$ cat src/rtl/mont_cfg_pkg.sv
`default_nettype none

package mont_cfg_pkg;

    // operand width, reduced from the 1024 bit reference
    localparam int OPERAND_W = 64;

    // accumulator keeps c + 3b + 3m plus a sign bit
    localparam int ACC_W = OPERAND_W + 4;

    // adder slice per cycle
    localparam int LIMB_W    = 17;
    localparam int NUM_LIMBS = ACC_W / LIMB_W; // 4 limbs

    // two bits of a per iteration
    localparam int NUM_DIGITS = OPERAND_W / 2;

    // counter widths
    localparam int LIMB_CNT_W  = $clog2(NUM_LIMBS);
    localparam int DIGIT_CNT_W = $clog2(NUM_DIGITS);

    // limb 0 is added in the start cycle, the counter covers the rest
    localparam logic [LIMB_CNT_W-1:0]  LIMB_CNT_INIT  = LIMB_CNT_W'(NUM_LIMBS - 2);
    localparam logic [DIGIT_CNT_W-1:0] DIGIT_CNT_INIT = DIGIT_CNT_W'(NUM_DIGITS - 1);

endpackage

`default_nettype wire

$ cat src/rtl/mont_types_pkg.sv
`default_nettype none

package mont_types_pkg;

    typedef logic [mont_cfg_pkg::OPERAND_W-1:0] operand_t; // a, b, m, result
    typedef logic [mont_cfg_pkg::ACC_W-1:0]     acc_t;     // accumulator width values

    // precomputed multiples, all zero extended to acc width
    typedef struct packed {
        acc_t b1;
        acc_t b2;
        acc_t b3;
        acc_t m1;
        acc_t m2;
        acc_t m3;
    } multiples_t;

    // sequencer states
    typedef enum logic [2:0] {
        ST_IDLE  = 3'd0,
        ST_LOAD  = 3'd1, // capture operands
        ST_PREP  = 3'd2, // build 3b and 3m
        ST_ADD_B = 3'd3, // c += digit * b
        ST_ADD_M = 3'd4, // c += q * m
        ST_SHIFT = 3'd5, // c >>= 2
        ST_SUB   = 3'd6, // final c - m
        ST_DONE  = 3'd7
    } ctrl_state_e;

    // one cycle commands to the datapath
    typedef enum logic [2:0] {
        OP_NONE  = 3'd0,
        OP_CLEAR = 3'd1,
        OP_ADD_B = 3'd2,
        OP_ADD_M = 3'd3,
        OP_SHIFT = 3'd4,
        OP_SUB   = 3'd5
    } dp_op_e;

    typedef struct packed {
        logic start;    // one cycle strobe
        logic subtract; // a - b when set
        acc_t a;
        acc_t b;
    } add_req_t;

    typedef struct packed {
        logic done; // one cycle, sum valid here
        acc_t sum;
    } add_rsp_t;

endpackage

`default_nettype wire

$ cat src/rtl/limb_adder.sv
`timescale 1ns/10ps
`default_nettype none

module limb_adder (
    input  wire                             clk,
    input  wire                             resetn,
    input  wire mont_types_pkg::add_req_t   req,
    output mont_types_pkg::add_rsp_t        rsp
);

    mont_types_pkg::acc_t a_q;   // remaining limbs of a, low limb next
    mont_types_pkg::acc_t b_q;   // remaining limbs of b, already inverted on subtract
    mont_types_pkg::acc_t sum_q; // finished limbs enter from the top
    mont_types_pkg::acc_t opa;
    mont_types_pkg::acc_t opb;
    logic                 cin;
    logic                 carry_q;
    logic                 busy;
    logic                 done_q;
    logic                 step;  // one limb this cycle
    logic [mont_cfg_pkg::LIMB_CNT_W-1:0] limbs_left;
    logic [mont_cfg_pkg::LIMB_W:0]       limb_sum;   // limb plus carry out

    // start cycle adds limb 0 straight from the request
    always_comb begin
        opa      = req.start ? req.a : a_q;
        opb      = req.start ? (req.subtract ? ~req.b : req.b) : b_q;
        cin      = req.start ? req.subtract : carry_q; // +1 completes two's complement
        step     = req.start || busy;
        limb_sum = {1'b0, opa[mont_cfg_pkg::LIMB_W-1:0]}
                 + {1'b0, opb[mont_cfg_pkg::LIMB_W-1:0]}
                 + {{mont_cfg_pkg::LIMB_W{1'b0}}, cin};
    end

    always_ff @(posedge clk) begin
        if (step) begin
            a_q   <= opa >> mont_cfg_pkg::LIMB_W;
            b_q   <= opb >> mont_cfg_pkg::LIMB_W;
            sum_q <= {limb_sum[mont_cfg_pkg::LIMB_W-1:0], sum_q[mont_cfg_pkg::ACC_W-1:mont_cfg_pkg::LIMB_W]};
        end
    end

    always_ff @(posedge clk) begin
        if (!resetn) begin
            busy       <= 1'b0;
            done_q     <= 1'b0;
            carry_q    <= 1'b0;
            limbs_left <= '0;
        end else begin
            done_q <= 1'b0;
            if (step) begin
                carry_q <= limb_sum[mont_cfg_pkg::LIMB_W]; // ripple to next limb
            end
            if (req.start) begin
                busy       <= 1'b1;
                limbs_left <= mont_cfg_pkg::LIMB_CNT_INIT;
            end else if (busy) begin
                if (limbs_left == '0) begin // top limb just written
                    busy   <= 1'b0;
                    done_q <= 1'b1;
                end else begin
                    limbs_left <= limbs_left - 1'b1;
                end
            end
        end
    end

    always_comb begin
        rsp.done = done_q;
        rsp.sum  = sum_q; // stable until the next start
    end

endmodule

`default_nettype wire

$ cat src/rtl/mont_ctrl.sv
`timescale 1ns/10ps
`default_nettype none

module mont_ctrl (
    input  wire                         clk,
    input  wire                         resetn,
    input  wire                         start,
    input  wire                         add_done,
    output logic                        load,
    output logic                        prep,
    output mont_types_pkg::dp_op_e      op,
    output logic                        done
);

    mont_types_pkg::ctrl_state_e state;
    mont_types_pkg::ctrl_state_e state_n;
    mont_types_pkg::dp_op_e      op_n;
    logic                        entering;  // state changes this cycle
    logic [mont_cfg_pkg::DIGIT_CNT_W-1:0] digit_cnt; // iterations left after this one

    always_comb begin
        state_n = state;
        case (state)
            mont_types_pkg::ST_IDLE: begin
                if (start) begin // start only seen here
                    state_n = mont_types_pkg::ST_LOAD;
                end
            end
            mont_types_pkg::ST_LOAD: state_n = mont_types_pkg::ST_PREP;
            mont_types_pkg::ST_PREP: state_n = mont_types_pkg::ST_ADD_B;
            mont_types_pkg::ST_ADD_B: begin
                if (add_done) begin
                    state_n = mont_types_pkg::ST_ADD_M;
                end
            end
            mont_types_pkg::ST_ADD_M: begin
                if (add_done) begin
                    state_n = mont_types_pkg::ST_SHIFT;
                end
            end
            mont_types_pkg::ST_SHIFT: begin
                state_n = (digit_cnt == '0) ? mont_types_pkg::ST_SUB : mont_types_pkg::ST_ADD_B;
            end
            mont_types_pkg::ST_SUB: begin
                if (add_done) begin
                    state_n = mont_types_pkg::ST_DONE;
                end
            end
            mont_types_pkg::ST_DONE: state_n = mont_types_pkg::ST_IDLE;
            default:                 state_n = mont_types_pkg::ST_IDLE;
        endcase
    end

    assign entering = (state_n != state);

    // op lands in the first cycle of the new state
    always_comb begin
        op_n = mont_types_pkg::OP_NONE;
        if (entering) begin
            case (state_n)
                mont_types_pkg::ST_LOAD:  op_n = mont_types_pkg::OP_CLEAR;
                mont_types_pkg::ST_ADD_B: op_n = mont_types_pkg::OP_ADD_B;
                mont_types_pkg::ST_ADD_M: op_n = mont_types_pkg::OP_ADD_M;
                mont_types_pkg::ST_SHIFT: op_n = mont_types_pkg::OP_SHIFT;
                mont_types_pkg::ST_SUB:   op_n = mont_types_pkg::OP_SUB;
                default:                  op_n = mont_types_pkg::OP_NONE;
            endcase
        end
    end

    always_ff @(posedge clk) begin
        if (!resetn) begin
            state     <= mont_types_pkg::ST_IDLE;
            op        <= mont_types_pkg::OP_NONE;
            load      <= 1'b0;
            prep      <= 1'b0;
            done      <= 1'b0;
            digit_cnt <= '0;
        end else begin
            state <= state_n;
            op    <= op_n;
            load  <= (state_n == mont_types_pkg::ST_LOAD); // one cycle states
            prep  <= (state_n == mont_types_pkg::ST_PREP);
            done  <= (state_n == mont_types_pkg::ST_DONE);
            if (state == mont_types_pkg::ST_LOAD) begin
                digit_cnt <= mont_cfg_pkg::DIGIT_CNT_INIT;
            end else if (state == mont_types_pkg::ST_SHIFT) begin
                digit_cnt <= digit_cnt - 1'b1; // one iteration finished
            end
        end
    end

endmodule

`default_nettype wire

$ cat src/rtl/mont_datapath.sv
`timescale 1ns/10ps
`default_nettype none

module mont_datapath (
    input  wire                             clk,
    input  wire                             resetn,
    input  wire mont_types_pkg::operand_t   a,
    input  wire mont_types_pkg::dp_op_e     op,
    input  wire mont_types_pkg::multiples_t multiples,
    output mont_types_pkg::add_req_t        add_req,
    input  wire mont_types_pkg::add_rsp_t   add_rsp,
    output mont_types_pkg::operand_t        result
);

    mont_types_pkg::acc_t     c_q;      // accumulator
    mont_types_pkg::operand_t a_sh;     // a digits, current one in [1:0]
    mont_types_pkg::acc_t     addend;   // selected multiple
    logic                     pend_sub; // outstanding add is the final subtract
    logic [1:0]               q_digit;  // quotient digit

    // 0, x, 2x or 3x by digit
    function automatic mont_types_pkg::acc_t pick_multiple(
        input logic [1:0]           digit,
        input mont_types_pkg::acc_t x1,
        input mont_types_pkg::acc_t x2,
        input mont_types_pkg::acc_t x3
    );
        mont_types_pkg::acc_t sel;
        case (digit)
            2'd1:    sel = x1;
            2'd2:    sel = x2;
            2'd3:    sel = x3;
            default: sel = '0;
        endcase
        return sel;
    endfunction

    // q makes c + q*m divisible by 4, m is odd
    always_comb begin
        q_digit = 2'd0;
        case (c_q[1:0])
            2'b00: q_digit = 2'd0;
            2'b10: q_digit = 2'd2;
            2'b01: q_digit = multiples.m1[1] ? 2'd1 : 2'd3; // m 11 -> 1, m 01 -> 3
            2'b11: q_digit = multiples.m1[1] ? 2'd3 : 2'd1; // m 11 -> 3, m 01 -> 1
        endcase
    end

    always_comb begin
        case (op)
            mont_types_pkg::OP_ADD_B: addend = pick_multiple(a_sh[1:0], multiples.b1,
                                                             multiples.b2, multiples.b3);
            mont_types_pkg::OP_ADD_M: addend = pick_multiple(q_digit, multiples.m1,
                                                             multiples.m2, multiples.m3);
            mont_types_pkg::OP_SUB:   addend = multiples.m1;
            default:                  addend = '0;
        endcase
    end

    // request goes out in the op cycle
    always_comb begin
        add_req.start    = (op == mont_types_pkg::OP_ADD_B) || (op == mont_types_pkg::OP_ADD_M)
                        || (op == mont_types_pkg::OP_SUB);
        add_req.subtract = (op == mont_types_pkg::OP_SUB);
        add_req.a        = c_q;
        add_req.b        = addend;
    end

    // accumulator and digit shifter
    always_ff @(posedge clk) begin
        case (op)
            mont_types_pkg::OP_CLEAR: begin
                c_q  <= '0;
                a_sh <= a;
            end
            mont_types_pkg::OP_SHIFT: begin
                c_q  <= c_q >> 2;  // exact divide by 4
                a_sh <= a_sh >> 2; // next digit down
            end
            default: begin
                if (add_rsp.done && !pend_sub) begin
                    c_q <= add_rsp.sum;
                end
            end
        endcase
    end

    always_ff @(posedge clk) begin
        if (!resetn) begin
            pend_sub <= 1'b0;
            result   <= '0;
        end else begin
            if (op == mont_types_pkg::OP_SUB) begin
                pend_sub <= 1'b1;
            end else if (op == mont_types_pkg::OP_CLEAR) begin
                pend_sub <= 1'b0;
            end
            if (add_rsp.done && pend_sub) begin
                pend_sub <= 1'b0;
                // negative difference means c already below m
                result <= add_rsp.sum[mont_cfg_pkg::ACC_W-1]
                        ? c_q[mont_cfg_pkg::OPERAND_W-1:0]
                        : add_rsp.sum[mont_cfg_pkg::OPERAND_W-1:0];
            end
        end
    end

endmodule

`default_nettype wire

$ cat src/rtl/montgomery_top.sv
`timescale 1ns/10ps
`default_nettype none

module montgomery_top (
    input  wire                             clk,
    input  wire                             resetn,
    input  wire                             start,
    input  wire mont_types_pkg::operand_t   a,
    input  wire mont_types_pkg::operand_t   b,
    input  wire mont_types_pkg::operand_t   m,
    output mont_types_pkg::operand_t        result,
    output logic                            done
);

    logic                       load;      // ctrl -> bank
    logic                       prep;
    mont_types_pkg::dp_op_e     op;        // ctrl -> datapath
    mont_types_pkg::multiples_t multiples; // bank -> datapath
    mont_types_pkg::add_req_t   add_req;
    mont_types_pkg::add_rsp_t   add_rsp;   // also steps the ctrl

    operand_bank bank_i (
        .clk       (clk),
        .resetn    (resetn),
        .load      (load),
        .prep      (prep),
        .b         (b),
        .m         (m),
        .multiples (multiples)
    );

    mont_ctrl ctrl_i (
        .clk      (clk),
        .resetn   (resetn),
        .start    (start),
        .add_done (add_rsp.done),
        .load     (load),
        .prep     (prep),
        .op       (op),
        .done     (done)
    );

    mont_datapath dp_i (
        .clk       (clk),
        .resetn    (resetn),
        .a         (a),
        .op        (op),
        .multiples (multiples),
        .add_req   (add_req),
        .add_rsp   (add_rsp),
        .result    (result)
    );

    limb_adder adder_i (
        .clk    (clk),
        .resetn (resetn),
        .req    (add_req),
        .rsp    (add_rsp)
    );

endmodule

`default_nettype wire

$ cat src/rtl/operand_bank.sv
`timescale 1ns/10ps
`default_nettype none

module operand_bank (
    input  wire                             clk,
    input  wire                             resetn,
    input  wire                             load,      // capture b and m
    input  wire                             prep,      // build the triples
    input  wire mont_types_pkg::operand_t   b,
    input  wire mont_types_pkg::operand_t   m,
    output mont_types_pkg::multiples_t      multiples
);

    mont_types_pkg::acc_t b_ext;  // zero extended b
    mont_types_pkg::acc_t m_ext;  // zero extended m
    mont_types_pkg::acc_t b3_sum;
    mont_types_pkg::acc_t m3_sum;

    always_comb begin
        b_ext = mont_types_pkg::acc_t'(b);
        m_ext = mont_types_pkg::acc_t'(m);
    end

    // 3x = x + 2x, one add per operand, settled within the prep cycle
    always_comb begin
        b3_sum = multiples.b1 + multiples.b2;
        m3_sum = multiples.m1 + multiples.m2;
    end

    always_ff @(posedge clk) begin
        if (!resetn) begin
            multiples <= '0;
        end else if (load) begin
            multiples.b1 <= b_ext;
            multiples.b2 <= b_ext << 1; // 2b
            multiples.m1 <= m_ext;
            multiples.m2 <= m_ext << 1; // 2m
        end else if (prep) begin
            // singles and doubles already settled from load
            multiples.b3 <= b3_sum;
            multiples.m3 <= m3_sum;
        end
        // held otherwise, for the whole multiplication
    end

endmodule

`default_nettype wire

$ cat config.mk
export PLATFORM = sky130hd
export DESIGN_NAME = montgomery_top
export DESIGN_NICKNAME = d
export VERILOG_FILES = /design/src/rtl/mont_cfg_pkg.sv /design/src/rtl/mont_types_pkg.sv /design/src/rtl/limb_adder.sv /design/src/rtl/mont_ctrl.sv /design/src/rtl/mont_datapath.sv /design/src/rtl/montgomery_top.sv /design/src/rtl/operand_bank.sv
export SDC_FILE = /design/constraint.sdc
export NUM_CORES = 2
export LEC_CHECK = 0
export BUFFER_PORTS_ARGS = -buffer_cell sky130_fd_sc_hd__buf_2
export CAP_MARGIN = 20
export CORE_MARGIN = 2
export CORE_UTILIZATION = 56
export DETAILED_ROUTE_END_ITERATION = 8
export PLACE_DENSITY = 0.78
export SETUP_SLACK_MARGIN = 0.3
export SLEW_MARGIN = 20
export SYNTH_ARGS = -nofsm -noshare
export SYNTH_HDL_FRONTEND = slang
export SYNTH_HIERARCHICAL = 1
export SYNTH_SLANG_ARGS = --single-unit
export TNS_END_PERCENT = 10
$ cat constraint.sdc
create_clock -name clk -period 5.2 [get_ports clk]
set_input_delay 0.26 -clock clk [delete_from_list [all_inputs] [get_ports clk]]
set_output_delay 0.26 -clock clk [all_outputs]
set_load 0.005 [all_outputs]
Word level (Yosys, flattened, before mapping)

Index checks and enable logic that the tools add are counted.
Widths: inputs -> output; s select.

Equality and inequality tests: 30
Multiplexer cells: 32
Reductions and logical operators: 22
Add/sub/neg operators: 6
Bitwise logic cells: 5

Operators with widths:

| operator           | number |
|---|---|
| $pmux 68 s3        | 3 |
| $mux 68            | 2 |
| $pmux 68 s2        | 1 |
| $add 64x65->66     | 2 |
| $pmux 64 s2        | 1 |
| $mux 51            | 2 |
| $not 68->68        | 1 |
| $mux 64            | 1 |
| $eq 3x3->1 const B | 10 |
| $pmux 3 s8         | 1 |
| $add 17x17->18     | 1 |
| $add 18x1->18      | 1 |
| $eq 3x2->1 const B | 6 |
| $mux 3             | 5 |
| $pmux 3 s5         | 1 |
| $eq 2x2->1 const B | 6 |
| $mux 2             | 5 |
| $mux 5             | 2 |
| $eq 3x1->1 const B | 3 |
| $pmux 2 s4         | 1 |
| $reduce_and 2->1   | 4 |
| $reduce_bool 2->1  | 4 |
| $mux 1             | 7 |
| $eq 2x1->1 const B | 3 |
| other kinds (14)   | 22 |

Output and inout port bits: 65
Bits of input ports: 195
Register bits after elaboration: 650

Depth between registers and ports, before layout

Depth in word-level cells: 10
Mapped depth: 17

By module

Netlist, hierarchy kept.

By module, submodules not included:

| module        | times used | sequential area each (µm²) | area an instance (µm²) | cells an instance |
|---|---|---|---|---|
| operand_bank  | 1          | 5205.0                     | 17645.7                | 2169 |
| mont_datapath | 1          | 5265.0                     | 11747.5                | 1076 |
| limb_adder    | 1          | 5205.0                     | 8171.6                 | 597 |
| mont_ctrl     | 1          | 280.3                      | 673.1                  | 74 |

Worst setup path before layout

Ideal clock, no wire load.

Path kind: reg2reg
From: register adder_i.done_q
To: register dp_i.c_q[0] (enable)
Cell stages (with the launch flop): 4
Data required time: 4612 ps
Library setup time: 588 ps
Clock period less this slack: 5827 ps
Arrival time: 5239 ps
Slack: -627 ps
Cell sequence: dfxtp_1 -> buf_4 -> inv_1 -> o21ai_0

Longest elaborated chain between the ends: 2

Ends and longest elaborated chain:

| element                            | line                | RTL |
|---|---|---|
| start: declaration                 | limb_adder.sv:19    | `logic done_q;` |
| start signal: assignment           | limb_adder.sv:46    | `done_q <= 1'b0;` |
| start signal: assignment           | limb_adder.sv:50    | `done_q <= 1'b0;` |
| start signal: assignment           | limb_adder.sv:60    | `done_q <= 1'b1;` |
| $logic_and 1x1->1                  | mont_datapath.sv:81 | `if (add_rsp.done && !pend_sub) begin` |
| $reduce_bool 3->1 (no source line) | -                   |  |
| end signal: assignment             | mont_datapath.sv:77 | `c_q <= c_q >> 2;` |
| end signal: assignment             | mont_datapath.sv:82 | `c_q <= add_rsp.sum;` |
| end: declaration                   | mont_datapath.sv:15 | `mont_types_pkg::acc_t c_q;` |

Every way passes these cells.
A chain may end at the register's enable or synchronous reset.

==> impl_metrics.py <==
metrics = {
    "sta": {
        "rsz0062_at_grt": "no",
        "tns_ns": 0,
        "fmax_mhz": 241,
        "maxSlewHeadroom_pct": 32.7,
        "fin_skew_ns": 0.0158,
        "hold_viol": 0,
        "tightest_slew_ns": 1.01,
        "worst_slack_ns": 1.05,
        "maxSlewViolCount": 0,
        "finalSetupViolCount": 0,
        "min_period_over_period_pct": 79.7,
        "period_minus_slack_ns": 4.15,
    },
    "logic_synthesis": {
        "synth_top_area_share_pct": 23.7,
        "synth_area_leader_cell": "edfxtp_1",
        "synth_cell_type_count": 101,
        "synth_flop_cell": "dfxtp_1",
        "avgSynthCellArea_um2": 9.76,
        "syn-instance-count": 3916,
        "synthArstFlopShare_pct": 0,
        "yosysSeqAreaShare_pct": 41.7,
        "ys_top_cells_by_area": "edfxtp_1 (24%), dfxtp_1 (18%), mux2i_1 (5.2%)",
        "synth_edf_count": 302,
        "yosys_register_bits": 646,
        "syn_area_mm2": 0.0382,
        "ys_warn_count": 6,
    },
    "clock_tree": {
        "cts_resized": 0,
        "post_cts_buffers": 0,
        "clock_latency_ns": 0.62,
        "cts_buffer_depth": 3,
        "cts_root_buffer": "clkbuf_16",
        "hold_buffers": 193,
        "cts.clk_slew.worst_paths_ns": 0.06,
        "cts_sinks": 646,
        "cts_tree": "done",
        "numCtsBuffers": 71,
        "cts_max_level": 3,
    },
    "layout": {
        "nets": 4421,
        "postLayoutCellArea_mm2": 0.0430,
        "antenna_cells": 0,
        "area.growth.synth_to_final_pct": 12.5,
        "fill_cells": 5418,
        "drive_above_1_share_pct": 14.1,
        "fin_util_pct": 63.8,
    },
    "global_routing": {
        "grt_pass1_wl_mm": 162,
        "overflow": 0,
        "antenna_found_initial": 1,
        "grt_usage_pct": 28.9,
        "grt_max_degree": 74,
        "grt_pass1_vias": 29300,
    },
    "worst_hold_path": {
        "min_path_type": "in2reg",
    },
    "place": {
        "gp_congestion": 0.981,
        "dp_hpwl_mm": 71.5,
        "dp_slack_ns": 1.09,
        "io_buffers": 259,
        "post_dp_cell_area_mm2": 0.0387,
    },
    "detailed_routing": {
        "route.detailed.drc": 0,
        "vias_per_cell": 6.08,
        "vias": 30400,
        "drtIter0Drc": 3080,
        "antenna_left": 0,
        "dr.pass1.iters": 5,
        "wl_mm": 104,
        "wl_per_cell_um": 20.8,
    },
    "floorplan": {
        "die_h_um": 265,
        "initial_core_util_pct": 56.7,
        "row_count": 95,
        "die_w_um": 265,
        "core_mm2": 0.0674,
        "pin_count": 260,
        "design.die.area_mm2": 0.0704,
    },
    "run": {
        "maxCapViolCount": 0,
    },
    "pwr": {
        "power.total_mw": 12.5,
        "peakVddDrop_mv": 0.215,
        "powerDensity_mw_per_mm2": 291,
        "p_leak_nw": 17.1,
    },
    "setup_path": {
        "crit_arrival_ns": 4.52,
        "cp-start-kind": "register",
        "critPathMaxStageDelay_ns": 0.75,
        "cp_max_fo": 47,
        "critPathSlowestCell": "nor2b_4",
        "cp-end-kind": "register",
        "crit_type": "reg2reg",
        "cp_cell_sequence": "buf_4 > nor2b_4 > buf_4 > a22o_1 > a221o_1 > xnor2_1 > a21oi_1 > ha_1 > or4_1 > nor2_1 > nor3_1",
        "critPathRequiredTime_ns": 5.58,
        "crit_top_cell": "buf_4",
    },
    "outcome": {
        "status": "complete, no violations",
    },
}
-- kinds of logic (layout without fill, tap and decap cells) --
group,count (synthesis),count (layout),share of synthesized area [%]
other,1,20,0.00981
multiplexers,379,379,10.7
buffers and inverters,472,665,6.70
flip-flops,646,646,41.7
XOR/XNOR,182,182,4.17
AND/OR/NAND/NOR,974,974,11.6
adder cells (fa/ha/maj),152,152,5.05
AO/OA/AOI/OAI,1110,1110,20.0
-- critical path, delay by kind of cell (launching register included) --
kind                     cells  cell delay [ns]
buffers and inverters        2             0.89
flip-flops                   1             0.33
XOR/XNOR                     1             0.13
AND/OR/NAND/NOR              4             1.44
adder cells (fa/ha/maj)      1             0.39
AO/OA/AOI/OAI                3             0.68
-- through the flow --
step / std cells / hold slack, ns
after CTS: 5000 / 0.261
after detailed placement: 4680 / 0.439
final: 5001 / 0.318
after global routing: 5001 / 0.319
after floorplan: 3935 / 0.377
after global placement: 4680 / 0.428
-- cells in the mapped netlist (all sizes together) (15+ instances only) --
library cell and count:
nand2 403, dfxtp 344, a21oi 307, edfxtp 302, buf 265, nor2 255
o21ai 210, mux2i 197, mux2 182, clkbuf 161, ha 148, a22o 135
xnor2 114, a21o 94, o211ai 91, and2 82, a221o 76, xor2 68
nand3 53, inv 45, o21bai 40, nand4 38, nor2b 28, nor3 27
a31oi 20, nand2b 20, or3 20, a211oi 18, o31ai 16, a21boi 15
-- sequential cells by signal (all words and copies together), names as in the netlist, 2 cells and up --
name and cells:
adder_i/b_q 51, adder_i/a_q 51, bank_i/multiples 260, ctrl_i/digit_cnt 5, adder_i/sum_q 68, dp_i/c_q 68
adder_i/limbs_left 2, ctrl_i/op 3, ctrl_i/state 3, dp_i/result 64, dp_i/a_sh 64
-- layer usage --
| metal | GRT usage, % | up-vias | part of all wire, % |
|---|---|---|---|
| met1 | 38.0 | 14500 | 43 |
| met2 | 47.7 | 1116 | 47 |
| li1 | - | 14500 | - |
| met4 | 11.0 | 0 | 3.7 |
| met5 | 0 | - | 0 |
| met3 | 4.75 | 232 | 6.8 |
-- layout by cell type (no fill, tap or decap), types with 25 or more instances in the layout --
cell type | netlist | layout
a21o_1 | 94 | 94
a21oi_1 | 304 | 304
a221o_1 | 76 | 76
a22o_1 | 135 | 135
and2_1 | 80 | 78
buf_2 | 64 | 259
buf_4 | 162 | 39
clkbuf_16 | 0 | 72
dfxtp_1 | 344 | 343
dlygate4sd3_1 | 0 | 193
edfxtp_1 | 302 | 302
ha_1 | 148 | 148
inv_1 | 44 | 41
mux2_1 | 74 | 74
mux2_2 | 89 | 89
mux2i_1 | 197 | 197
nand2_1 | 403 | 402
nand3_1 | 53 | 52
nand4_1 | 38 | 38
nor2_1 | 255 | 252
nor3_1 | 25 | 25
o211ai_1 | 89 | 89
o21ai_0 | 196 | 195
o21bai_1 | 39 | 39
xnor2_1 | 114 | 114
xor2_1 | 68 | 68
-- where the power goes --
part	total [mW]	switching (mW)	leakage [nW]	internal, mW
combinational	1.62	0.933	10.3	0.683
clock	5.08	2.18	1.13	2.90
sequential	5.83	0.228	5.59	5.60
-- path summary, 6_finish.rpt --
| kind | startpoint | endpoint | slack (ns) | cells after the start |
|---|---|---|---|---|
| setup / recovery | dp_i/a_sh[1]$_DFFE_PN_ | adder_i/sum_q[66]$_DFFE_PP_ | 1.05 | 11 |
| hold / removal | resetn | bank_i/multiples[63]$_SDFFE_PN0P_ | 0.32 | 3 |
| setup reg to reg | dp_i/a_sh[1]$_DFFE_PN_ | adder_i/sum_q[66]$_DFFE_PP_ | 1.05 | 11 |
| hold reg to reg | bank_i/multiples[237]$_SDFFE_PN0P_ | bank_i/multiples[237]$_SDFFE_PN0P_ | 0.45 | 2 |
-- layout make-up --
class	instances	area (um2)	area share [%]
Multi-Input combinational cell	2817	19900	46.3
Sequential cell	646	16000	37.1
Timing Repair Buffer	493	3570	8.30
Clock buffer	96	1970	4.59
Tap cell	873	1090	2.54
Clock inverter	31	342	0.794
Inverter	45	175	0.407
Power figures use the tool's default switching activity.
